===== src/common/soc_bus_pkg.sv =====
package soc_bus_pkg;

    localparam int addr_width = 32;
    localparam int data_width = 32;
    localparam int be_width   = 4;

    // Master 0 is the CPU, master 1 the GPU
    localparam int num_masters = 2;
    localparam int num_targets = 4;

    localparam int master_id_width = (num_masters > 1) ? $clog2(num_masters) : 1;
    localparam int target_id_width = (num_targets > 1) ? $clog2(num_targets) : 1;

    // Address windows, each base aligned to its size
    localparam logic [addr_width-1:0] main_mem_base = 32'h0000_0000;
    localparam logic [addr_width-1:0] main_mem_size = 32'h0800_0000;
    localparam logic [addr_width-1:0] gpu_mem_base  = 32'h0800_0000;
    localparam logic [addr_width-1:0] gpu_mem_size  = 32'h0400_0000;
    localparam logic [addr_width-1:0] periph_base   = 32'h0C00_0000;
    localparam logic [addr_width-1:0] periph_size   = 32'h0100_0000;
    localparam logic [addr_width-1:0] config_base   = 32'h0F00_0000;
    localparam logic [addr_width-1:0] config_size   = 32'h0100_0000;

    localparam logic [target_id_width-1:0] tgt_main_mem = 2'd0;
    localparam logic [target_id_width-1:0] tgt_gpu_mem  = 2'd1;
    localparam logic [target_id_width-1:0] tgt_periph   = 2'd2;
    localparam logic [target_id_width-1:0] tgt_config   = 2'd3;

    localparam int main_mem_words = 256;
    localparam int gpu_mem_words  = 128;

    // Register offsets inside the config and GPIO windows
    localparam logic [7:0] cfg_total_off    = 8'h00;
    localparam logic [7:0] cfg_cpu_off      = 8'h04;
    localparam logic [7:0] cfg_gpu_off      = 8'h08;
    localparam logic [7:0] cfg_conflict_off = 8'h0C;
    localparam logic [7:0] cfg_clear_off    = 8'h10;
    localparam logic [7:0] gpio_out_off     = 8'h00;
    localparam logic [7:0] gpio_in_off      = 8'h04;

    localparam int gpio_width = 16;

endpackage

===== src/design/periph_gpio.sv =====
`timescale 1ns/1ns

module periph_gpio (
    input  logic                                clk,
    input  logic                                rst_n,
    input  logic                                req,
    input  logic [soc_bus_pkg::addr_width-1:0]  addr,
    input  logic [soc_bus_pkg::data_width-1:0]  wdata,
    input  logic                                we,
    input  logic [soc_bus_pkg::be_width-1:0]    be,
    input  logic [soc_bus_pkg::gpio_width-1:0]  gpio_in,
    output logic [soc_bus_pkg::data_width-1:0]  rdata,
    output logic                                ready,
    output logic [soc_bus_pkg::gpio_width-1:0]  gpio_out
);

    logic [soc_bus_pkg::gpio_width-1:0] gpio_in_q;
    logic                               hit_out;
    logic                               hit_in;

    assign hit_out = addr[7:0] == soc_bus_pkg::gpio_out_off;
    assign hit_in  = addr[7:0] == soc_bus_pkg::gpio_in_off;

    always_ff @(posedge clk or negedge rst_n) begin
        if (!rst_n) begin
            gpio_out  <= '0;
            gpio_in_q <= '0;
            ready     <= 1'b0;
        end else begin
            gpio_in_q <= gpio_in; // Sampled every cycle
            ready     <= req;
            if (req && we && hit_out) begin
                for (int b = 0; b < soc_bus_pkg::gpio_width / 8; b++) begin
                    if (be[b])
                        gpio_out[b*8 +: 8] <= wdata[b*8 +: 8];
                end
            end
        end
    end

    // Unknown offsets read as zero
    always_ff @(posedge clk) begin
        if (req) begin
            if (hit_out)
                rdata <= soc_bus_pkg::data_width'(gpio_out);
            else if (hit_in)
                rdata <= soc_bus_pkg::data_width'(gpio_in_q);
            else
                rdata <= '0;
        end
    end

endmodule


===== config.mk =====
export PLATFORM = sky130hd
export DESIGN_NAME = periph_gpio
export DESIGN_NICKNAME = d
export VERILOG_FILES = /design/src/common/soc_bus_pkg.sv /design/src/design/periph_gpio.sv
export SDC_FILE = /design/constraint.sdc
export NUM_CORES = 1
export LEC_CHECK = 0
export BUFFER_PORTS_ARGS = -buffer_cell sky130_fd_sc_hd__buf_4
export CAP_MARGIN = 5
export CORE_UTILIZATION = 43
export DETAILED_ROUTE_END_ITERATION = 16
export PLACE_DENSITY_LB_ADDON = 0.05
export SLEW_MARGIN = 40
export SYNTH_ARGS = -nofsm -noshare
export SYNTH_HDL_FRONTEND = slang
export SYNTH_SLANG_ARGS = --single-unit

===== constraint.sdc =====
create_clock -name clk -period 1.4 [get_ports clk]
set_clock_uncertainty 0.1 [all_clocks]
set_input_delay 0 -clock clk [delete_from_list [all_inputs] [get_ports clk]]
set_output_delay 0 -clock clk [all_outputs]
set_load 0.005 [all_outputs]

==> results.toml <==
[yosys]
ys_types = 16
synth-edff-count = 16
ys_dominant_reg_cell = "dfrtp_1"
synth_area_leaders = "dfrtp_1, edfxtp_1, mux2_2"
synth_area_leader_cell = "dfrtp_1"
async_flop_share_pct = 67.35
synth-seq-area-share_pct = 67.70
yosysTopAreaCellShare_pct = 42.80
syn_inst = 125
avgSynthCellArea_um2 = 15.43
yosysWarnings = 0
synth_seq_cells = 49
synth_most_common_cell = "dfrtp_1"
synthesis.area_um2 = 1929

[timing]
holdWs_ps = 15.70
max_freq_mhz = 780.8
rsz0062_at_grt = "false"
setup_violations = 0
timing.setup.tns_ps = 0
slew_violations = 0
period_share_pct = 91.49
finalHoldViolations = 0
fin_crit_ps = 1281

[global_routing]
first_global_vias = 1331
grt_max_degree = 34
track_usage_pct = 18.75
antenna_found_initial = 0
grt_pass1_wl_um = 6154
grt.overflow.total = 0

[clocking]
clock_path_buffers = 2
cts_hold_buf = 34
clk_latency_ps = 290
cts_sinks = 49
root_buffer = "clkbuf_8"
path_clk_slew_ps = 90
cts_setup_buffers = 0
cts_made_buffers = 5
cts_tree = "built"
h-tree-depth = 2
cts.repair.resized = 0

[die]
die_h_um = 68.99
die-area_um2 = 4759
floorplan.die.width_um = 68.99
core_um2 = 4144
ioPinCount = 137
start_util_pct = 46.56
core.rowCount = 23

[place]
place_hpwl_um = 2784
place_congestion = 0.7288
numPortBuffers = 78
dp_cells = 256

[cells_and_area]
num-nets-final = 335
drive_gt1_share_pct = 44.35
fin_cells = 298
utilization_pct = 72.25
diodes = 0
syn_to_final_growth_pct = 55.19

[route]
wirelength_um = 4082
num_vias = 1369
wl_per_cell_um = 13.70
drc = 0
ant_nets = 0
via_per_inst = 4.594
drt_iter0_markers = 41
first_pass_iters = 2

[min_path]
hp-start = "req"
worstHoldEndpoint = "rdata[1]$_DFFE_PP_"
hold_class = "primary input to flip-flop"
hold_depth = 2

[critical_path]
path_max_fanout = 8
startpoint_type = "primary input"
r2r-start = "gpio_out[8]$_DFFE_PN0P_"
reg2reg_to = "rdata[8]$_DFFE_PP_"
worstRegToRegCells = 2
cp-end-kind = "flip-flop"
worstPathRequired_ps = 1470
critPathArrivalTime_ps = 1350
path_class = "primary input to flip-flop"
r2r_setup_slack_ps = 460

[power]
p_per_area_nw_per_um2 = 874.5
p_comb_share_pct = 11.8
power_mw = 2.618
p_leak_nw = 1.482
internal_power_mw = 2.068
swShare_pct = 21.03
pwr-share-seq_pct = 58.7
vdd_drop_max_uv = 659.9
p_sw_uw = 550.7
power.clock.fraction_pct = 29.5

[job]
maxCapViolations = 0

[status]
status = "finished, final reports clean"
[stage by stage]
stage / instance area [um^2] / setup WS (ps)
floorplan: 1986 / -28.26
global placement: 2574 / -147.1
detailed placement: 2574 / -175.4
CTS: 2994 / 128.4
global route: 2994 / 97.20
finish: 2994 / 119.2
[placed cells by master, fill, tap and decap left out]
cell type       n
clkbuf_1        2
clkinv_1        1
mux2i_1        16
dlygate4sd3_1  34
or3_1           1
nand4b_1        2
or4_4           1
nor3_4          2
or2_1           1
dfrtp_1        33
nor2_1         16
buf_12          2
mux2_2         16
clkbuf_8        5
buf_4          84
edfxtp_1       16
conb_1         16
[power groups by stage]
stage                     registers [mW]  logic [mW]  clock network (mW)
after floorplan                     1.57      0.0918                   0
after global placement              1.56       0.231                   0
after detailed placement            1.57       0.234                   0
after CTS                           1.54       0.310               0.798
after global routing                1.54       0.339               0.869
final                               1.54       0.310               0.772
[cells by family (layout without fill, tap and decap cells)]
logic type / after synthesis / in the layout / synth area share (%)
flops: 49 / 49 / 67.70
mux: 32 / 32 / 17.64
simple gates: 23 / 23 / 6.940
other cells: 1 / 16 / 0.1944
buf+inv: 20 / 128 / 7.522
[layer usage]
layer	share of wire (%)	vias up	GRT usage (%)
met5	0	-	0
met4	0.83	0	5.357
met3	6.5	6	5.428
met2	51	64	32.52
met1	42	657	22.52
li1	-	642	-
[worst max-delay path, cell delays in order]
cell and delay (ps):
buf_4 110, or4_4 570, nor3_4 190, buf_12 150, mux2_2 330
[registers in the layout (all words and copies together) (netlist names)]
name       count
gpio_out      16
gpio_in_q     16
rdata         16
ready          1
[worst max-delay path by stage]
stage	start	end	slack, ps	depth (start not counted)
floorplan	addr[5]	gpio_out[0]$_DFFE_PN0P_	-30	3
global placement	addr[5]	gpio_out[12]$_DFFE_PN0P_	-150	5
detailed placement	addr[5]	gpio_out[12]$_DFFE_PN0P_	-180	5
CTS	addr[5]	gpio_out[12]$_DFFE_PN0P_	130	5
global route	addr[5]	gpio_out[3]$_DFFE_PN0P_	100	5
finish	addr[5]	gpio_out[6]$_DFFE_PN0P_	120	5
[area by class of cell]
| type | count | area [um^2] |
|---|---|---|
| clock buffers | 7 | 76.32 |
| clock inverters | 1 | 3.754 |
| fillers | 304 | 1150 |
| multi-input cells | 71 | 534.3 |
| flip-flops and latches | 49 | 1306 |
| well taps | 50 | 62.56 |
| repair buffers | 120 | 1011 |
Power figures use the tool's default switching activity.
