$ cat src/common/soc_bus_pkg.sv
package soc_bus_pkg;

    localparam int addr_width = 32;
    localparam int data_width = 32;
    localparam int be_width   = 4;

    // Master 0 is the CPU, master 1 the GPU
    localparam int num_masters = 2;
    localparam int num_targets = 4;

    localparam int master_id_width = (num_masters > 1) ? $clog2(num_masters) : 1;
    localparam int target_id_width = (num_targets > 1) ? $clog2(num_targets) : 1;

    // Address windows, each base aligned to its size
    localparam logic [addr_width-1:0] main_mem_base = 32'h0000_0000;
    localparam logic [addr_width-1:0] main_mem_size = 32'h0800_0000;
    localparam logic [addr_width-1:0] gpu_mem_base  = 32'h0800_0000;
    localparam logic [addr_width-1:0] gpu_mem_size  = 32'h0400_0000;
    localparam logic [addr_width-1:0] periph_base   = 32'h0C00_0000;
    localparam logic [addr_width-1:0] periph_size   = 32'h0100_0000;
    localparam logic [addr_width-1:0] config_base   = 32'h0F00_0000;
    localparam logic [addr_width-1:0] config_size   = 32'h0100_0000;

    localparam logic [target_id_width-1:0] tgt_main_mem = 2'd0;
    localparam logic [target_id_width-1:0] tgt_gpu_mem  = 2'd1;
    localparam logic [target_id_width-1:0] tgt_periph   = 2'd2;
    localparam logic [target_id_width-1:0] tgt_config   = 2'd3;

    localparam int main_mem_words = 256;
    localparam int gpu_mem_words  = 128;

    // Register offsets inside the config and GPIO windows
    localparam logic [7:0] cfg_total_off    = 8'h00;
    localparam logic [7:0] cfg_cpu_off      = 8'h04;
    localparam logic [7:0] cfg_gpu_off      = 8'h08;
    localparam logic [7:0] cfg_conflict_off = 8'h0C;
    localparam logic [7:0] cfg_clear_off    = 8'h10;
    localparam logic [7:0] gpio_out_off     = 8'h00;
    localparam logic [7:0] gpio_in_off      = 8'h04;

    localparam int gpio_width = 16;

endpackage
$ cat src/interconnect/bus_interconnect.sv
`timescale 1ns/1ns

module bus_interconnect (
    input  logic                                                             clk,
    input  logic                                                             rst_n,
    input  logic [soc_bus_pkg::num_masters-1:0]                              master_req,
    input  logic [soc_bus_pkg::num_masters-1:0][soc_bus_pkg::addr_width-1:0] master_addr,
    input  logic [soc_bus_pkg::num_masters-1:0][soc_bus_pkg::data_width-1:0] master_wdata,
    input  logic [soc_bus_pkg::num_masters-1:0]                              master_we,
    input  logic [soc_bus_pkg::num_masters-1:0][soc_bus_pkg::be_width-1:0]   master_be,
    output logic [soc_bus_pkg::num_masters-1:0][soc_bus_pkg::data_width-1:0] master_rdata,
    output logic [soc_bus_pkg::num_masters-1:0]                              master_ready,
    output logic [soc_bus_pkg::num_targets-1:0]                              slave_req,
    output logic [soc_bus_pkg::num_targets-1:0][soc_bus_pkg::addr_width-1:0] slave_addr,
    output logic [soc_bus_pkg::num_targets-1:0][soc_bus_pkg::data_width-1:0] slave_wdata,
    output logic [soc_bus_pkg::num_targets-1:0]                              slave_we,
    output logic [soc_bus_pkg::num_targets-1:0][soc_bus_pkg::be_width-1:0]   slave_be,
    input  logic [soc_bus_pkg::num_targets-1:0][soc_bus_pkg::data_width-1:0] slave_rdata,
    input  logic [soc_bus_pkg::num_targets-1:0]                              slave_ready,
    output logic                                                             grant_valid,
    output logic [soc_bus_pkg::master_id_width-1:0]                          grant_master,
    output logic                                                             grant_conflict
);

    logic [soc_bus_pkg::addr_width-1:0]      addr_q;
    logic [soc_bus_pkg::data_width-1:0]      wdata_q;
    logic                                    we_q;
    logic [soc_bus_pkg::be_width-1:0]        be_q;
    logic [soc_bus_pkg::master_id_width-1:0] master_q;
    logic [soc_bus_pkg::target_id_width-1:0] target_q;
    logic                                    req_q;    // Slave request pulse
    logic                                    active_q; // Transaction in flight
    logic                                    done;

    // Bases are aligned to their sizes, so a mask compare is enough
    function automatic logic in_window(input logic [soc_bus_pkg::addr_width-1:0] addr,
                                       input logic [soc_bus_pkg::addr_width-1:0] base,
                                       input logic [soc_bus_pkg::addr_width-1:0] size);
        return (addr & ~(size - 1'b1)) == base;
    endfunction

    function automatic logic [soc_bus_pkg::target_id_width-1:0] decode(
        input logic [soc_bus_pkg::addr_width-1:0] addr
    );
        if (in_window(addr, soc_bus_pkg::gpu_mem_base, soc_bus_pkg::gpu_mem_size))
            return soc_bus_pkg::tgt_gpu_mem;
        if (in_window(addr, soc_bus_pkg::periph_base, soc_bus_pkg::periph_size))
            return soc_bus_pkg::tgt_periph;
        if (in_window(addr, soc_bus_pkg::config_base, soc_bus_pkg::config_size))
            return soc_bus_pkg::tgt_config;
        return soc_bus_pkg::tgt_main_mem; // Main window and unmapped space
    endfunction

    bus_arbiter u_arbiter (
        .clk            (clk),
        .rst_n          (rst_n),
        .master_req     (master_req),
        .done           (done),
        .grant_valid    (grant_valid),
        .grant_master   (grant_master),
        .grant_conflict (grant_conflict)
    );

    // Winner's fields, captured in the grant cycle
    always_ff @(posedge clk) begin
        if (grant_valid) begin
            addr_q  <= master_addr[grant_master];
            wdata_q <= master_wdata[grant_master];
            we_q    <= master_we[grant_master];
            be_q    <= master_be[grant_master];
        end
    end

    always_ff @(posedge clk or negedge rst_n) begin
        if (!rst_n) begin
            req_q    <= 1'b0;
            active_q <= 1'b0;
            master_q <= '0;
            target_q <= soc_bus_pkg::tgt_main_mem;
        end else begin
            req_q <= grant_valid;
            if (grant_valid) begin
                active_q <= 1'b1;
                master_q <= grant_master;
                target_q <= decode(master_addr[grant_master]);
            end else if (done) begin
                active_q <= 1'b0;
            end
        end
    end

    assign done = active_q && slave_ready[target_q];

    // Request goes to one target, the fields are shared by all
    for (genvar t = 0; t < soc_bus_pkg::num_targets; t++) begin : g_target
        assign slave_req[t]   = req_q && (target_q == soc_bus_pkg::target_id_width'(t));
        assign slave_addr[t]  = addr_q;
        assign slave_wdata[t] = wdata_q;
        assign slave_we[t]    = we_q;
        assign slave_be[t]    = be_q;
    end

    for (genvar m = 0; m < soc_bus_pkg::num_masters; m++) begin : g_master
        logic owner;
        assign owner           = active_q && (master_q == soc_bus_pkg::master_id_width'(m));
        assign master_ready[m] = owner && slave_ready[target_q];
        assign master_rdata[m] = owner ? slave_rdata[target_q] : '0;
    end

endmodule

$ cat src/interconnect/bus_arbiter.sv
`timescale 1ns/1ns

module bus_arbiter (
    input  logic                                    clk,
    input  logic                                    rst_n,
    input  logic [soc_bus_pkg::num_masters-1:0]     master_req,
    input  logic                                    done,
    output logic                                    grant_valid,
    output logic [soc_bus_pkg::master_id_width-1:0] grant_master,
    output logic                                    grant_conflict
);

    typedef enum logic [1:0] {
        st_idle,
        st_busy,
        st_turn
    } state_t;

    state_t                                  state;
    logic [soc_bus_pkg::master_id_width-1:0] pick;
    logic                                    any_req;
    logic                                    multi_req;

    // Lowest index wins, so the CPU beats the GPU
    always_comb begin
        pick = '0;
        for (int i = soc_bus_pkg::num_masters - 1; i >= 0; i--) begin
            if (master_req[i])
                pick = soc_bus_pkg::master_id_width'(i);
        end
    end

    assign any_req   = |master_req;
    assign multi_req = (master_req & (master_req - 1'b1)) != '0; // More than one bit set

    always_ff @(posedge clk or negedge rst_n) begin
        if (!rst_n) begin
            state          <= st_idle;
            grant_valid    <= 1'b0;
            grant_master   <= '0;
            grant_conflict <= 1'b0;
        end else begin
            grant_valid    <= 1'b0; // One-cycle event pulses
            grant_conflict <= 1'b0;
            case (state)
                // The turnaround cycle lets the finished master drop its request
                st_idle, st_turn: begin
                    if (any_req) begin
                        grant_valid    <= 1'b1;
                        grant_master   <= pick;
                        grant_conflict <= multi_req;
                        state          <= st_busy;
                    end else begin
                        state <= st_idle;
                    end
                end
                st_busy: if (done) state <= st_turn;
                default: state <= st_idle;
            endcase
        end
    end

endmodule

$ cat config.mk
export PLATFORM = sky130hd
export DESIGN_NAME = bus_interconnect
export DESIGN_NICKNAME = d
export VERILOG_FILES = /design/src/common/soc_bus_pkg.sv /design/src/interconnect/bus_interconnect.sv /design/src/interconnect/bus_arbiter.sv
export SDC_FILE = /design/constraint.sdc
export NUM_CORES = 1
export LEC_CHECK = 0
export BUFFER_PORTS_ARGS = -buffer_cell sky130_fd_sc_hd__buf_2
export CAP_MARGIN = 5
export CORE_AREA = 10 10 231 233
export CTS_CLUSTER_DIAMETER = 80
export DETAILED_ROUTE_END_ITERATION = 10
export DIE_AREA = 0 0 241 243
export PLACE_DENSITY = 0.4
export SYNTH_ARGS = -nofsm -noshare
export SYNTH_HDL_FRONTEND = slang
export SYNTH_SLANG_ARGS = --single-unit
$ cat constraint.sdc
create_clock -name clk -period 2.6 [get_ports clk]
set_input_delay 0.52 -clock clk [delete_from_list [all_inputs] [get_ports clk]]
set_output_delay 0.52 -clock clk [all_outputs]
set_load 0.005 [all_outputs]
==> impl_metrics.xml <==
<?xml version="1.0" encoding="UTF-8"?>
<metrics>
  <group name="synthesis">
    <metric name="yosys.area.top_type" unit="">sky130_fd_sc_hd__edfxtp_1</metric>
    <metric name="synth_cell_types" unit="">27</metric>
    <metric name="synth_edf_count" unit="">69</metric>
    <metric name="yosys_most_used_dff" unit="">sky130_fd_sc_hd__edfxtp_1</metric>
    <metric name="syn_area" unit="um2">6190</metric>
    <metric name="post_synth.cell_area_avg" unit="um2">11.9</metric>
    <metric name="net_count_synth" unit="">792</metric>
    <metric name="syn-instance-count" unit="">518</metric>
    <metric name="seq_total_area_yosys" unit="">0.375</metric>
    <metric name="number_of_storage_elements_in_the_synthesis_netlist" unit="">79</metric>
    <metric name="yosys_warnings" unit="">0</metric>
    <metric name="synth_largest_type_area_fraction" unit="">0.335</metric>
    <metric name="synth_async_sr_flop_share" unit="">0.127</metric>
    <metric name="synth_top_area_cells" unit="">sky130_fd_sc_hd__edfxtp_1 33%, sky130_fd_sc_hd__buf_4 25%, sky130_fd_sc_hd__mux2_2 13%, sky130_fd_sc_hd__mux4_2 11%, sky130_fd_sc_hd__and3_1 6.6%</metric>
  </group>
  <group name="placement">
    <metric name="gp_congestion" unit="">0.851</metric>
    <metric name="place_area" unit="um2">8510</metric>
    <metric name="place.detailed.instances" unit="">1540</metric>
    <metric name="detailedPlacementHpwl" unit="um">28100</metric>
    <metric name="place_worst_setup_slack" unit="ps">471</metric>
    <metric name="placement.io_buffers" unit="">622</metric>
  </group>
  <group name="sta">
    <metric name="fin_worst_skew" unit="ps">11.4</metric>
    <metric name="timing.final.hold_violations" unit="">0</metric>
    <metric name="final.setup.worst_slack" unit="ps">90.6</metric>
    <metric name="whs" unit="ps">45.5</metric>
    <metric name="drv_slew" unit="">0</metric>
    <metric name="worstMarginPinSlew" unit="ps">715</metric>
    <metric name="fin_crit_sh" unit="">0.965</metric>
    <metric name="fmax" unit="MHz">398</metric>
    <metric name="report.final.setup_viol" unit="">0</metric>
    <metric name="setup_tns" unit="ps">0</metric>
    <metric name="slew_headroom" unit="">0.523</metric>
    <metric name="final_period_minus_worst_setup_slack" unit="ps">2510</metric>
    <metric name="rsz_0062_raised_after_global_routing" unit="">no</metric>
  </group>
  <group name="power">
    <metric name="cellLeakagePower" unit="nW">4.44</metric>
    <metric name="sw_frac_of_total" unit="">0.404</metric>
    <metric name="power.share.sequential" unit="">0.330</metric>
    <metric name="cellPowerDensity" unit="nW/um2">878</metric>
    <metric name="power.share.combinational" unit="">0.507</metric>
    <metric name="clock_network_fraction_of_total_power" unit="">0.163</metric>
    <metric name="internal_power" unit="mW">4.61</metric>
    <metric name="power.ir.vdd_worst" unit="uV">309</metric>
    <metric name="psw" unit="mW">3.13</metric>
  </group>
  <group name="die">
    <metric name="die_area" unit="um2">58600</metric>
    <metric name="core" unit="um2">48600</metric>
    <metric name="die-width" unit="um">241</metric>
    <metric name="ios" unit="">623</metric>
    <metric name="die_y" unit="um">243</metric>
    <metric name="start_util" unit="">0.127</metric>
    <metric name="num_rows" unit="">81</metric>
  </group>
  <group name="drt">
    <metric name="drt_drc_violations_left" unit="">0</metric>
    <metric name="vias_per_cell" unit="">3.50</metric>
    <metric name="dr_total_vias" unit="">5456</metric>
    <metric name="detail_route.first_pass.iterations" unit="">4</metric>
    <metric name="route.antenna.remaining_nets" unit="">0</metric>
    <metric name="post_drt_wl_per_cell" unit="um">20.8</metric>
    <metric name="route.final.wire_length" unit="um">32400</metric>
    <metric name="drtIter0Drc" unit="">159</metric>
  </group>
  <group name="clock_network">
    <metric name="ctsHtreeMaxLevel" unit="">3</metric>
    <metric name="cts_buffers" unit="">9</metric>
    <metric name="tritoncts" unit="">done</metric>
    <metric name="cts_buffer_depth" unit="">2</metric>
    <metric name="clk_root_buffer_cell" unit="">sky130_fd_sc_hd__clkbuf_16</metric>
    <metric name="clkLatencyLatePin" unit="ps">370</metric>
    <metric name="clk_pin_slew" unit="ps">70</metric>
    <metric name="clkSinkCount" unit="">79</metric>
  </group>
  <group name="critical_path">
    <metric name="regToRegSetupSlack" unit="ps">560</metric>
    <metric name="worst_ep_required_time" unit="ps">2080</metric>
    <metric name="cp_cell_sequence" unit="">buf_12, mux4_1, and3_1, buf_2</metric>
    <metric name="crit_path_max_incr_delay" unit="ps">650</metric>
    <metric name="critPathCaptureType" unit="">output port</metric>
    <metric name="cpLargestDelayFamily" unit="">multiplexers</metric>
    <metric name="timing.critical_path.buf_inv" unit="">2</metric>
    <metric name="arrival" unit="ps">1990</metric>
    <metric name="r2r-start" unit="">u_arbiter.grant_master</metric>
    <metric name="crit_start" unit="">target_q[0]</metric>
    <metric name="worst_setup_path_start_kind" unit="">register</metric>
    <metric name="timing_worst_setup_path_type" unit="">reg -&gt; out</metric>
    <metric name="slowest_stage" unit="">sky130_fd_sc_hd__mux4_1</metric>
    <metric name="worstPathMaxFanout" unit="">13</metric>
  </group>
  <group name="cells_and_area">
    <metric name="syn_to_final_growth" unit="%">42.6</metric>
    <metric name="final.fill_count" unit="">5449</metric>
    <metric name="most-common-layout-cells" unit="">622 x sky130_fd_sc_hd__buf_2, 69 x sky130_fd_sc_hd__mux2_2, 69 x sky130_fd_sc_hd__edfxtp_1</metric>
    <metric name="final_layout_size_suffix_gt1_frac" unit="">0.806</metric>
    <metric name="sequential_cell_area" unit="um2">2330</metric>
    <metric name="commonest_non_fill_non_tap_cell_in_the_layout" unit="">sky130_fd_sc_hd__buf_2</metric>
    <metric name="area_of_the_multi_input_gates" unit="um2">2110</metric>
    <metric name="final_net_count" unit="">1204</metric>
    <metric name="instances_no_fill" unit="">1558</metric>
    <metric name="final_design_area_no_fill" unit="um2">8820</metric>
  </group>
  <group name="global_route">
    <metric name="initial_antenna_violation_count" unit="">8</metric>
    <metric name="number_of_global_route_vias_before_repair" unit="">6174</metric>
    <metric name="grt_start_max_net_pins" unit="">50</metric>
    <metric name="grt_first_pass_wirelength" unit="um">43000</metric>
    <metric name="globalRouteTotalUtil" unit="">0.102</metric>
    <metric name="grt_remaining_overflow" unit="">0</metric>
  </group>
  <group name="job">
    <metric name="max_cap_viol_count" unit="">0</metric>
  </group>
  <group name="hold_path">
    <metric name="worst_hold_path_type" unit="">in -&gt; async</metric>
  </group>
  <group name="status">
    <metric name="run_status" unit="">complete, no violations</metric>
  </group>
</metrics>
-- synth_stat cells (2+ instances only) --
cell type / n
sky130_fd_sc_hd__dfrtp_1: 10
sky130_fd_sc_hd__nand2_1: 5
sky130_fd_sc_hd__a21oi_1: 3
sky130_fd_sc_hd__inv_1: 5
sky130_fd_sc_hd__buf_2: 11
sky130_fd_sc_hd__o21ai_0: 2
sky130_fd_sc_hd__buf_6: 2
sky130_fd_sc_hd__nor3b_1: 3
sky130_fd_sc_hd__mux4_1: 4
sky130_fd_sc_hd__buf_4: 209
sky130_fd_sc_hd__nor2_1: 7
sky130_fd_sc_hd__edfxtp_1: 69
sky130_fd_sc_hd__clkbuf_1: 13
sky130_fd_sc_hd__buf_12: 2
sky130_fd_sc_hd__mux4_2: 29
sky130_fd_sc_hd__mux2_2: 69
sky130_fd_sc_hd__and3_1: 65
-- final timing paths --
path / end / cells past startpoint
setup / recovery: master_rdata[31] / 4
hold / removal: req_q / 1
setup reg to reg: target_q[0] / 5
hold reg to reg: u_arbiter.grant_valid / 1
max in group asynchronous: u_arbiter.grant_master / 1
min in group clk: u_arbiter.grant_master / 2
-- routing by layer --
layer,track usage,part of all wire
met1,0.0985,0.35
met2,0.193,0.52
met3,0.0393,0.11
met4,0.0324,0.020
met5,0,0.0013
-- flip-flops by register name, summed over array words and instances, names as in the netlist --
name,count
req_q,1
be_q,4
addr_q,32
we_q,1
active_q,1
u_arbiter.grant_master,1
u_arbiter.grant_valid,1
u_arbiter.state,2
wdata_q,32
target_q,2
u_arbiter.grant_conflict,1
master_q,1
-- metrics by stage --
step	utilization	power, mW
after global routing	0.181	8.34
after detailed placement	0.175	6.68
after CTS	0.181	8.05
final	0.181	7.75
after floorplan	-	5.26
after global placement	0.175	6.72
-- power by group through the flow --
stage | Combinational [mW] | Clock [mW] | Sequential [mW]
floorplan | 2.77 | 0 | 2.49
global placement | 4.13 | 0 | 2.59
detailed placement | 4.07 | 0 | 2.61
CTS | 4.09 | 1.37 | 2.59
global route | 4.28 | 1.41 | 2.65
finish | 3.93 | 1.27 | 2.55
-- worst reg2reg max path, delay by kind of cell (launching register included) --
| family | cells | cell delay, ps |
|---|---|---|
| compound gates | 2 | 450 |
| buf+inv | 2 | 430 |
| mux | 1 | 470 |
| flops | 1 | 580 |
-- cells by family (layout without fill, tap and decap cells) --
logic type / after synthesis / count (layout) / share of synthesized area
compound gates: 9 / 9 / 0.00890
xor+xnor: 1 / 1 / 0.00142
other cells: 0 / 1 / 0
flops: 79 / 79 / 0.375
mux: 102 / 102 / 0.248
buf+inv: 242 / 659 / 0.284
simple gates: 85 / 85 / 0.0825
-- layout make-up --
| class | count | area share |
|---|---|---|
| antenna | 1 | 0.000284 |
| clock buffer | 9 | 0.0255 |
| tap | 622 | 0.0882 |
| sequential | 79 | 0.264 |
| clock inverter | 7 | 0.00610 |
| timing repair buffer | 638 | 0.375 |
| multi-input combinational | 197 | 0.239 |
| inverter | 5 | 0.00213 |
-- repair_timing --
item,in CTS,in global routing
hold buffers,0,0
setup endpoints to repair,0,1
endpoints found under the hold margin,0,0
resized for setup,0,1
buffers inserted,0,0
No activity file was read; power rests on OpenSTA's default activity.
