===== src/common/soc_bus_pkg.sv =====
package soc_bus_pkg;

    localparam int addr_width = 32;
    localparam int data_width = 32;
    localparam int be_width   = 4;

    // Master 0 is the CPU, master 1 the GPU
    localparam int num_masters = 2;
    localparam int num_targets = 4;

    localparam int master_id_width = (num_masters > 1) ? $clog2(num_masters) : 1;
    localparam int target_id_width = (num_targets > 1) ? $clog2(num_targets) : 1;

    // Address windows, each base aligned to its size
    localparam logic [addr_width-1:0] main_mem_base = 32'h0000_0000;
    localparam logic [addr_width-1:0] main_mem_size = 32'h0800_0000;
    localparam logic [addr_width-1:0] gpu_mem_base  = 32'h0800_0000;
    localparam logic [addr_width-1:0] gpu_mem_size  = 32'h0400_0000;
    localparam logic [addr_width-1:0] periph_base   = 32'h0C00_0000;
    localparam logic [addr_width-1:0] periph_size   = 32'h0100_0000;
    localparam logic [addr_width-1:0] config_base   = 32'h0F00_0000;
    localparam logic [addr_width-1:0] config_size   = 32'h0100_0000;

    localparam logic [target_id_width-1:0] tgt_main_mem = 2'd0;
    localparam logic [target_id_width-1:0] tgt_gpu_mem  = 2'd1;
    localparam logic [target_id_width-1:0] tgt_periph   = 2'd2;
    localparam logic [target_id_width-1:0] tgt_config   = 2'd3;

    localparam int main_mem_words = 256;
    localparam int gpu_mem_words  = 128;

    // Register offsets inside the config and GPIO windows
    localparam logic [7:0] cfg_total_off    = 8'h00;
    localparam logic [7:0] cfg_cpu_off      = 8'h04;
    localparam logic [7:0] cfg_gpu_off      = 8'h08;
    localparam logic [7:0] cfg_conflict_off = 8'h0C;
    localparam logic [7:0] cfg_clear_off    = 8'h10;
    localparam logic [7:0] gpio_out_off     = 8'h00;
    localparam logic [7:0] gpio_in_off      = 8'h04;

    localparam int gpio_width = 16;

endpackage

===== src/design/bus_stats.sv =====
`timescale 1ns/1ns

module bus_stats (
    input  logic                                    clk,
    input  logic                                    rst_n,
    input  logic                                    req,
    input  logic [soc_bus_pkg::addr_width-1:0]      addr,
    input  logic [soc_bus_pkg::data_width-1:0]      wdata,
    input  logic                                    we,
    input  logic                                    grant_valid,
    input  logic [soc_bus_pkg::master_id_width-1:0] grant_master,
    input  logic                                    grant_conflict,
    output logic [soc_bus_pkg::data_width-1:0]      rdata,
    output logic                                    ready
);

    logic [soc_bus_pkg::data_width-1:0] total_cnt;
    logic [soc_bus_pkg::data_width-1:0] cpu_cnt;
    logic [soc_bus_pkg::data_width-1:0] gpu_cnt;
    logic [soc_bus_pkg::data_width-1:0] conflict_cnt;
    logic                               clear;

    // Any write to the clear offset zeroes the counters
    assign clear = req && we && (addr[7:0] == soc_bus_pkg::cfg_clear_off);

    always_ff @(posedge clk or negedge rst_n) begin
        if (!rst_n) begin
            total_cnt    <= '0;
            cpu_cnt      <= '0;
            gpu_cnt      <= '0;
            conflict_cnt <= '0;
            ready        <= 1'b0;
        end else begin
            ready <= req;
            if (clear) begin // Beats a same-cycle grant
                total_cnt    <= '0;
                cpu_cnt      <= '0;
                gpu_cnt      <= '0;
                conflict_cnt <= '0;
            end else if (grant_valid) begin
                total_cnt <= total_cnt + 1'b1;
                if (grant_master == '0)
                    cpu_cnt <= cpu_cnt + 1'b1;
                else
                    gpu_cnt <= gpu_cnt + 1'b1;
                if (grant_conflict)
                    conflict_cnt <= conflict_cnt + 1'b1;
            end
        end
    end

    always_ff @(posedge clk) begin
        if (req) begin
            case (addr[7:0])
                soc_bus_pkg::cfg_total_off:    rdata <= total_cnt;
                soc_bus_pkg::cfg_cpu_off:      rdata <= cpu_cnt;
                soc_bus_pkg::cfg_gpu_off:      rdata <= gpu_cnt;
                soc_bus_pkg::cfg_conflict_off: rdata <= conflict_cnt;
                default:                       rdata <= '0;
            endcase
        end
    end

endmodule


===== config.mk =====
export PLATFORM = sky130hd
export DESIGN_NAME = bus_stats
export DESIGN_NICKNAME = d
export VERILOG_FILES = /design/src/common/soc_bus_pkg.sv /design/src/design/bus_stats.sv
export SDC_FILE = /design/constraint.sdc
export NUM_CORES = 1
export LEC_CHECK = 0
export BUFFER_PORTS_ARGS = -buffer_cell sky130_fd_sc_hd__clkbuf_2
export CAP_MARGIN = 10
export CORE_ASPECT_RATIO = 2
export CORE_MARGIN = 5
export CORE_UTILIZATION = 23
export DETAILED_ROUTE_END_ITERATION = 16
export SLEW_MARGIN = 5
export SYNTH_ARGS = -nofsm -noshare
export SYNTH_HDL_FRONTEND = slang
export SYNTH_SLANG_ARGS = --single-unit

===== constraint.sdc =====
create_clock -name clk -period 3.6 [get_ports clk]
set_input_delay 0.72 -clock clk [delete_from_list [all_inputs] [get_ports clk]]
set_output_delay 0.72 -clock clk [all_outputs]
set_load 0.01 [all_outputs]

==> results of run 1 <==
worst register-to-register path, delay by kind of cell, from the launching register on:
kind | cells | cell delay (ps)
and+or+nand+nor | 3 | 1340
AOI/OAI and AO/OA | 2 | 320
DFF | 1 | 480
final cells by class:
cell class,instances,share of cell area (%)
clock inverter,11,1.49
clock buffer,21,4.80
antenna,1,0.0250
tap,459,5.73
multi-input combinational,587,41.8
inverter,10,0.375
timing repair buffer,64,3.94
sequential,161,41.8
path summary, 6_finish.rpt:
check,endpoint,depth (start not counted)
worst max-delay path,total_cnt[30],5
worst min-delay path,gpu_cnt[4],1
worst max register to register,total_cnt[30],5
worst min register to register,total_cnt[31],3
max in group asynchronous,cpu_cnt[25],2
min in group clk,total_cnt[31],3
through the flow:
step,area (sq um),util [%],std cells,total power [mW]
finish,10000,27.0,1314,4.69
global route,10000,27.0,1314,4.88
CTS,10000,27.0,1313,4.74
detailed placement,9380,25.3,1281,2.78
global placement,9380,25.3,1281,2.76
floorplan,8560,-,792,2.56
routing by layer:
| metal | vias to the layer above | GRT usage (%) | wire, microns |
|---|---|---|---|
| met3 | 67 | 1.36 | 498 |
| met2 | 143 | 22.9 | 13700 |
| li1 | 2905 | - | - |
| met1 | 3118 | 10.6 | 7620 |
| met5 | - | 0 | 0 |
| met4 | 0 | 9.23 | 1950 |
where the power goes:
group	internal, mW	switching [mW]
logic	0.249	0.267
clock network	1.17	0.778
registers	2.01	0.217
state kept, by name (all words and copies together), names as in the netlist:
| register | count |
|---|---|
| conflict_cnt | 32 |
| cpu_cnt | 32 |
| gpu_cnt | 32 |
| rdata | 32 |
| total_cnt | 32 |
| ready | 1 |
cell usage in the layout (no fill, tap or decap), drive strengths merged, types with 2 or more instances in the layout:
cell and n:
a2111oi 8, a21oi 14, and2 13, and3 16, and4 17, buf 18
bufinv 3, clkbuf 67, clkinvlp 3, dfrtp 129, edfxtp 32, ha 4
inv 14, mux2i 2, mux4 32, nand2 53, nand2b 2, nand3 45
nand3b 2, nand4 46, nor2 126, nor2b 33, nor3 17, nor4 18
o21ai 8, or3 10, xnor2 50, xor2 62
kinds of logic after synthesis:
group | Yosys count
and+or+nand+nor | 403
DFF | 161
xor gates and xnor gates | 112
buffers and inverters | 44
AOI/OAI and AO/OA | 34
muxes | 34
adders and majority gates | 4
cells in the mapped netlist, types with 2 or more instances:
library cell	instances	area (sq um)
mux2i_1	2	20.0
edfxtp_1	32	961
nand2_1	52	195
clkbuf_1	16	60.1
ha_1	4	50.1
and2_1	13	81.3
a21oi_1	14	70.1
xnor2_1	50	438
nor4_1	15	93.8
and3_1	16	100
mux4_2	32	721
nor3_2	2	20.0
buf_1	5	18.8
nand3_1	45	225
a2111oi_2	7	105
and4_1	17	149
xor2_1	62	543
or3_1	10	62.6
nand2b_1	2	12.5
nor2b_1	33	206
nor3_1	14	70.1
o21ai_0	8	40.0
dfrtp_1	129	3230
nor2_1	126	473
buf_2	11	55.1
inv_1	10	37.5
nand3b_1	2	15.0
nand4_4	2	42.5
nand4_1	42	263
nor4_2	3	37.5
nand4_2	2	25.0
==> impl_metrics.toml, run 1 <==
[run_status]
outcome = "finished, final reports clean"

[clocking]
clk_latency_ps = 440
cts_made_buffers = 17
cts.path.max_buffers = 2
cts_setup_buffers = 0
post_cts_resized = 0
root_buffer = "clkbuf_16"
clk_pin_slew_ps = 60
cts.sinks = 161
htreeDepth = 4
cts_tree = "built"
ctsHoldBuffers = 0

[synthesis]
synthArstFlopShare_pct = 80.1
postSynthAreaPerCell_sq_um = 10.8
syn_nets = 867
synthAdderAreaFrac_pct = 0.584
ys_seq_elements = 161
ys.flop_type = "dfrtp_1"
ys_seq_area_share_pct = 48.9
syn_area_sq_um = 8560
synth_compound_area_share_pct = 3.18
synthCells = 792
synth-edff-count = 32
synth-simple-area-share_pct = 25.0
synth_cell_types = 45
synth_top_family_by_area = "simple AND/OR/NAND/NOR gates"
muxShareOfSynthArea_pct = 8.65
ys_warn_count = 0
synthXorXnorAreaFrac_pct = 11.5

[pwr]
power_leakage_nw = 4.05
power_density_nw_per_um2 = 469
vdd_ir_drop_max_mv = 0.326

[grt]
track_usage_pct = 11.7
antenna_found_initial = 1
grt_pass1_wl_microns = 37500
overflow = 0
grt_max_degree = 74
grt_pass1_vias = 6618

[placement]
dpl.hpwl_microns = 18200
dp_slack_ps = 911
io_buffers = 47
gp_congestion = 0.842

[worst_setup_path]
path_cells = "nand4_1 > or3_1 > nor4_2 > a21oi_1 > o21a_1"
worstSetupStartpoint = "total_cnt[5]"
reg2reg_from = "total_cnt[5]"
critPathSlowestCell = "or3_1"
critical-path-top-delay-family = "simple AND/OR/NAND/NOR gates"
crit_buf_inv = 0
worstSetupPathType = "reg2reg"
setup.worst_path.end_class = "flop"
rrSetupSlack_ps = 1350
cp_max_fo = 7
critPathArrivalTime_ps = 2570
cp_data_required_time_ps = 3920
setup.worst_path.start_class = "flop"
critPathMaxStageDelay_ps = 560

[detailed_routing]
drc = 0
viasPerCell = 4.74
routedWlPerCell_microns = 18.1
drt.antenna.violating_nets = 0
firstDrtPassIters = 4
drt_iter0_drc = 290
detailroute.via_count = 6233
totalWireLength_microns = 23800

[timing]
holdWs_ps = 273
skew_ps = 6.98
worstMarginPinSlew_ps = 712
slew_headroom_pct = 52.3
drv_slew = 0
setup_viol = 0
min_period_ps = 2250
setup_slack_ps = 1350
hold_viol_final = 0
max_freq_mhz = 444
fin_tns_setup_ps = 0
rsz0062_at_grt = "false"
period_share_pct = 62.5

[floorplan]
core_area_sq_um = 37000
die_x_microns = 146
start_util_pct = 23.1
dieArea_sq_um = 41400
io_pins = 104
die_h_microns = 283
rows = 100

[cells_and_area]
multi_input_area_sq_um = 4190
fill_cells = 3837
syn_to_final_growth_pct = 16.9
nNetsFinal = 916
seqCellArea_sq_um = 4190
drive_gt1_share_pct = 17.3

[min_path]
min_path_type = "in2async"

[run]
max-cap-violations = 0
Power figures use the tool's default switching activity.
==> run 2: changes to the inputs <==
- clock period: 3.6 -> 2.3 ns (I/O delays scaled with it)
==> impl_metrics.toml, run 2 (synthesized netlist as in run 1, its figures left out) <==
[run_status]
outcome = "finished, final reports clean"

[detailed_routing]
wl_met2_microns = 13700
firstDrtPassIters = 6
dr.max_layer_used = "met4"
viasPerCell = 4.79
routedWlPerCell_microns = 18.1
drc = 0
totalWireLength_microns = 24300
detailroute.via_count = 6419
met1Wirelength_microns = 7890
drt.antenna.violating_nets = 0
drt_iter0_drc = 417
routed-wl-met3_microns = 507

[floorplan]
core_area_sq_um = 37000
dieArea_sq_um = 41400
io_pins = 104
rows = 100
die_x_microns = 146
die_h_microns = 283
start_util_pct = 23.1

[grt]
grt_pass1_vias = 6756
grt_pass1_wl_microns = 38000
overflow = 0
grt_max_degree = 53
antenna_found_initial = 1
track_usage_pct = 11.9

[timing]
worstMarginPinSlew_ps = 560
max_freq_mhz = 485
drv_slew = 0
setup_slack_ps = 240
setup_viol = 0
period_share_pct = 89.6
skew_ps = 12.2
rsz0062_at_grt = "false"
fin_tns_setup_ps = 0
slew_headroom_pct = 62.7
holdWs_ps = 419
hold_viol_final = 0
min_period_ps = 2060

[clocking]
cts.path.max_buffers = 2
cts.sinks = 161
root_buffer = "clkbuf_16"
cts_made_buffers = 17
clk_pin_slew_ps = 80
htreeDepth = 4
clk_latency_ps = 450
cts_tree = "built"

[placement]
dp_slack_ps = 159
dpl.hpwl_microns = 18700
place_inst = 1305
io_buffers = 47
gp_congestion = 0.844

[cells_and_area]
final_cells = 1339
layout_commonest_cell = "dfrtp_1"
final_core_util_pct = 27.7
final_cell_mix = "dfrtp_1, nor2_1, xor2_1, nand2_1, xnor2_1"
drive_gt1_share_pct = 19.6
syn_to_final_growth_pct = 19.7
nNetsFinal = 941

[worst_setup_path]
cp_data_required_time_ps = 2680
critPathArrivalTime_ps = 2440
setup.worst_path.end_class = "flop"
worstSetupPathType = "reg2reg"
cp_max_fo = 6
setup.worst_path.start_class = "flop"

[run]
max-cap-violations = 0

[pwr]
power_leakage_nw = 4.19
power_density_nw_per_um2 = 730
vdd_ir_drop_max_mv = 0.507

[min_path]
min_path_type = "in2reg"
-- run 2: where the power goes --
part           leakage (nW)  switching, mW  internal [mW]
clock                 0.313           1.31           1.85
combinational          1.83          0.429          0.404
sequential             2.05          0.346           3.15
total                  4.19           2.08           5.41
-- run 2: final timing paths --
kind / from / endpoint / slack, ps / depth (start not counted)
setup reg to reg: cpu_cnt[5] / cpu_cnt[27] / 240 / 5
hold reg to reg: total_cnt[31] / total_cnt[31] / 550 / 3
min in group asynchronous: rst_n / gpu_cnt[5] / 530 / 2
hold / removal: grant_master / gpu_cnt[1] / 420 / 4
max in group asynchronous: rst_n / conflict_cnt[27] / 1150 / 3
setup / recovery: cpu_cnt[5] / cpu_cnt[27] / 240 / 5
-- run 2: layer usage --
layer  vias up  global-route usage [%]
met2       144                    22.8
li1       2964                       -
met1      3224                    10.6
met4         0                    10.2
met5         -                       0
met3        87                    1.50
-- run 2: what timing repair did --
action                                  4_1_cts  5_1_grt
endpoints found under the setup margin        0        0
hold buffers                                  1        0
gates resized for setup                       0        0
hold endpoints to repair                     34        0
buffers inserted                              0        0
-- run 2: layout make-up --
type / instances / area, sq um
inverters: 10 / 37.5
diodes: 1 / 2.50
multi-input cells: 587 / 4190
repair buffers: 89 / 622
clock buffers: 17 / 425
flip-flops and latches: 161 / 4190
well taps: 459 / 574
clock inverters: 15 / 216
fillers: 3806 / 26800
-- run 2: critical path, cell delays in order (launching register included) --
cell and delay (ps):
dfrtp_1 450, nand3_1 280, nor3_2 340, nand4_1 340, or3_1 410, a21oi_1 160
-- run 2: through the flow --
| step | instance area, sq um | power [mW] |
|---|---|---|
| global placement | 9600 | 4.35 |
| detailed placement | 9600 | 4.37 |
| floorplan | 8560 | 4.01 |
| CTS | 10300 | 7.53 |
| finish | 10300 | 7.49 |
| global route | 10300 | 7.78 |
==> run 3: changes to the inputs <==
- CAP_MARGIN: 10 -> unset
- PLACE_DENSITY: unset -> 0.51
==> impl_metrics.toml, run 3 (synthesized netlist as in run 1, its figures left out) <==
[run_status]
outcome = "finished, final reports clean"

[floorplan]
start_util_pct = 23.1
core_area_sq_um = 37000
io_pins = 104
die_x_microns = 146
die_h_microns = 283
dieArea_sq_um = 41400
rows = 100

[cells_and_area]
nNetsFinal = 944
final_core_util_pct = 27.5
final_cells = 1341
final_cell_mix = "dfrtp_1, nor2_1, xor2_1, nand2_1, xnor2_1"
fin_area_sq_um = 10200
layout_commonest_cell = "dfrtp_1"
syn_to_final_growth_pct = 19.0
drive_gt1_share_pct = 19.3

[timing]
min_period_ps = 2060
period_share_pct = 89.8
skew_ps = 9.78
rsz0062_at_grt = "false"
setup_viol = 0
max_freq_mhz = 484
slew_headroom_pct = 65.5
drv_slew = 0
setup_slack_ps = 235
holdWs_ps = 441
hold_viol_final = 0
worstMarginPinSlew_ps = 517
fin_tns_setup_ps = 0

[detailed_routing]
drt_iter0_drc = 257
routedWlPerCell_microns = 18.7
totalWireLength_microns = 25100
drt.antenna.violating_nets = 0
detailroute.via_count = 6401
viasPerCell = 4.77
drc = 0
firstDrtPassIters = 4

[clocking]
clk_latency_ps = 440
root_buffer = "clkbuf_16"
cts.sinks = 161
htreeDepth = 4
cts_made_buffers = 17
cts_setup_buffers = 0
clk_pin_slew_ps = 60
cts_tree = "built"
post_cts_resized = 0
cts.path.max_buffers = 2

[grt]
track_usage_pct = 12.3
overflow = 0
grt_pass1_vias = 6858
antenna_found_initial = 1
grt_max_degree = 50
grt_pass1_wl_microns = 39300

[pwr]
p_comb_share_pct = 11.8
power_leakage_nw = 4.17
swShare_pct = 27.2
total_power_mw = 7.11
power_density_nw_per_um2 = 698
seqPwrFrac_pct = 49.1
power_frac_clock_pct = 39.1
power_switching_mw = 1.93
intPower_mw = 5.18
vdd_ir_drop_max_mv = 0.540

[min_path]
min_path_type = "in2reg"

[worst_setup_path]
worstSetupPathType = "reg2reg"
cp_data_required_time_ps = 2630
setup.worst_path.start_class = "flop"
cp_max_fo = 6
setup.worst_path.end_class = "flop"
critPathArrivalTime_ps = 2390

[placement]
place_inst = 1308
gp_congestion = 0.884
io_buffers = 47
postPlaceCellArea_sq_um = 9610
dp_slack_ps = 171
dpl.hpwl_microns = 19400

[run]
max-cap-violations = 0
[run 3: cell types whose count changed in the layout (fill, tap and decap cells not counted), moves of 2 or more]
cell / before / now
bufinv_16: 4 / 0
clkbuf_8: 0 / 6
inv_8: 2 / 0
clkbuf_1: 0 / 4
inv_6: 6 / 0
buf_4: 36 / 40
[run 3: power by group through the flow]
stage	sequential [mW]	clock [mW]	combinational, mW
after floorplan	3.45	0	0.564
after global placement	3.53	0	0.830
after detailed placement	3.55	0	0.844
after CTS	3.49	2.85	0.851
after global routing	3.54	2.95	0.935
final	3.49	2.78	0.837
[run 3: repair_timing]
item / in CTS / in global routing
setup endpoints to repair: 0 / 0
hold buffers: 1 / 0
hold endpoints to repair: 44 / 0
[run 3: layout make-up]
cell class	instances	area (sq um)
Timing Repair Buffer	92	632
Fill cell	3851	26800
Antenna cell	1	2.50
Inverter	10	37.5
Tap cell	459	574
Multi-Input combinational cell	587	4190
Sequential cell	161	4190
Clock inverter	3	21.3
Clock buffer	28	548
[run 3: path summary, 6_finish.rpt]
path                               startpoint            end  slack, ps  depth (start not counted)
worst min-delay path             grant_master     gpu_cnt[1]        440                          4
min in group asynchronous               rst_n  total_cnt[31]        520                          2
worst max register to register   total_cnt[6]  total_cnt[30]        240                          6
worst min register to register  total_cnt[31]  total_cnt[31]        560                          3
worst max-delay path             total_cnt[6]  total_cnt[30]        240                          6
max in group asynchronous               rst_n  total_cnt[22]       1030                          3
[run 3: critical path, stage by stage (launching register included)]
cell	delay, ps
dfrtp_1	470
nand4_1	140
buf_4	200
or3_1	430
nor4_2	380
a21oi_1	120
o21a_1	200
[run 3: routing by layer]
metal | GRT usage (%) | part of all wire (%)
met1 | 11.3 | 33
met2 | 24.1 | 57
met4 | 9.28 | 7.4
met5 | 0 | 0
met3 | 1.55 | 2.3
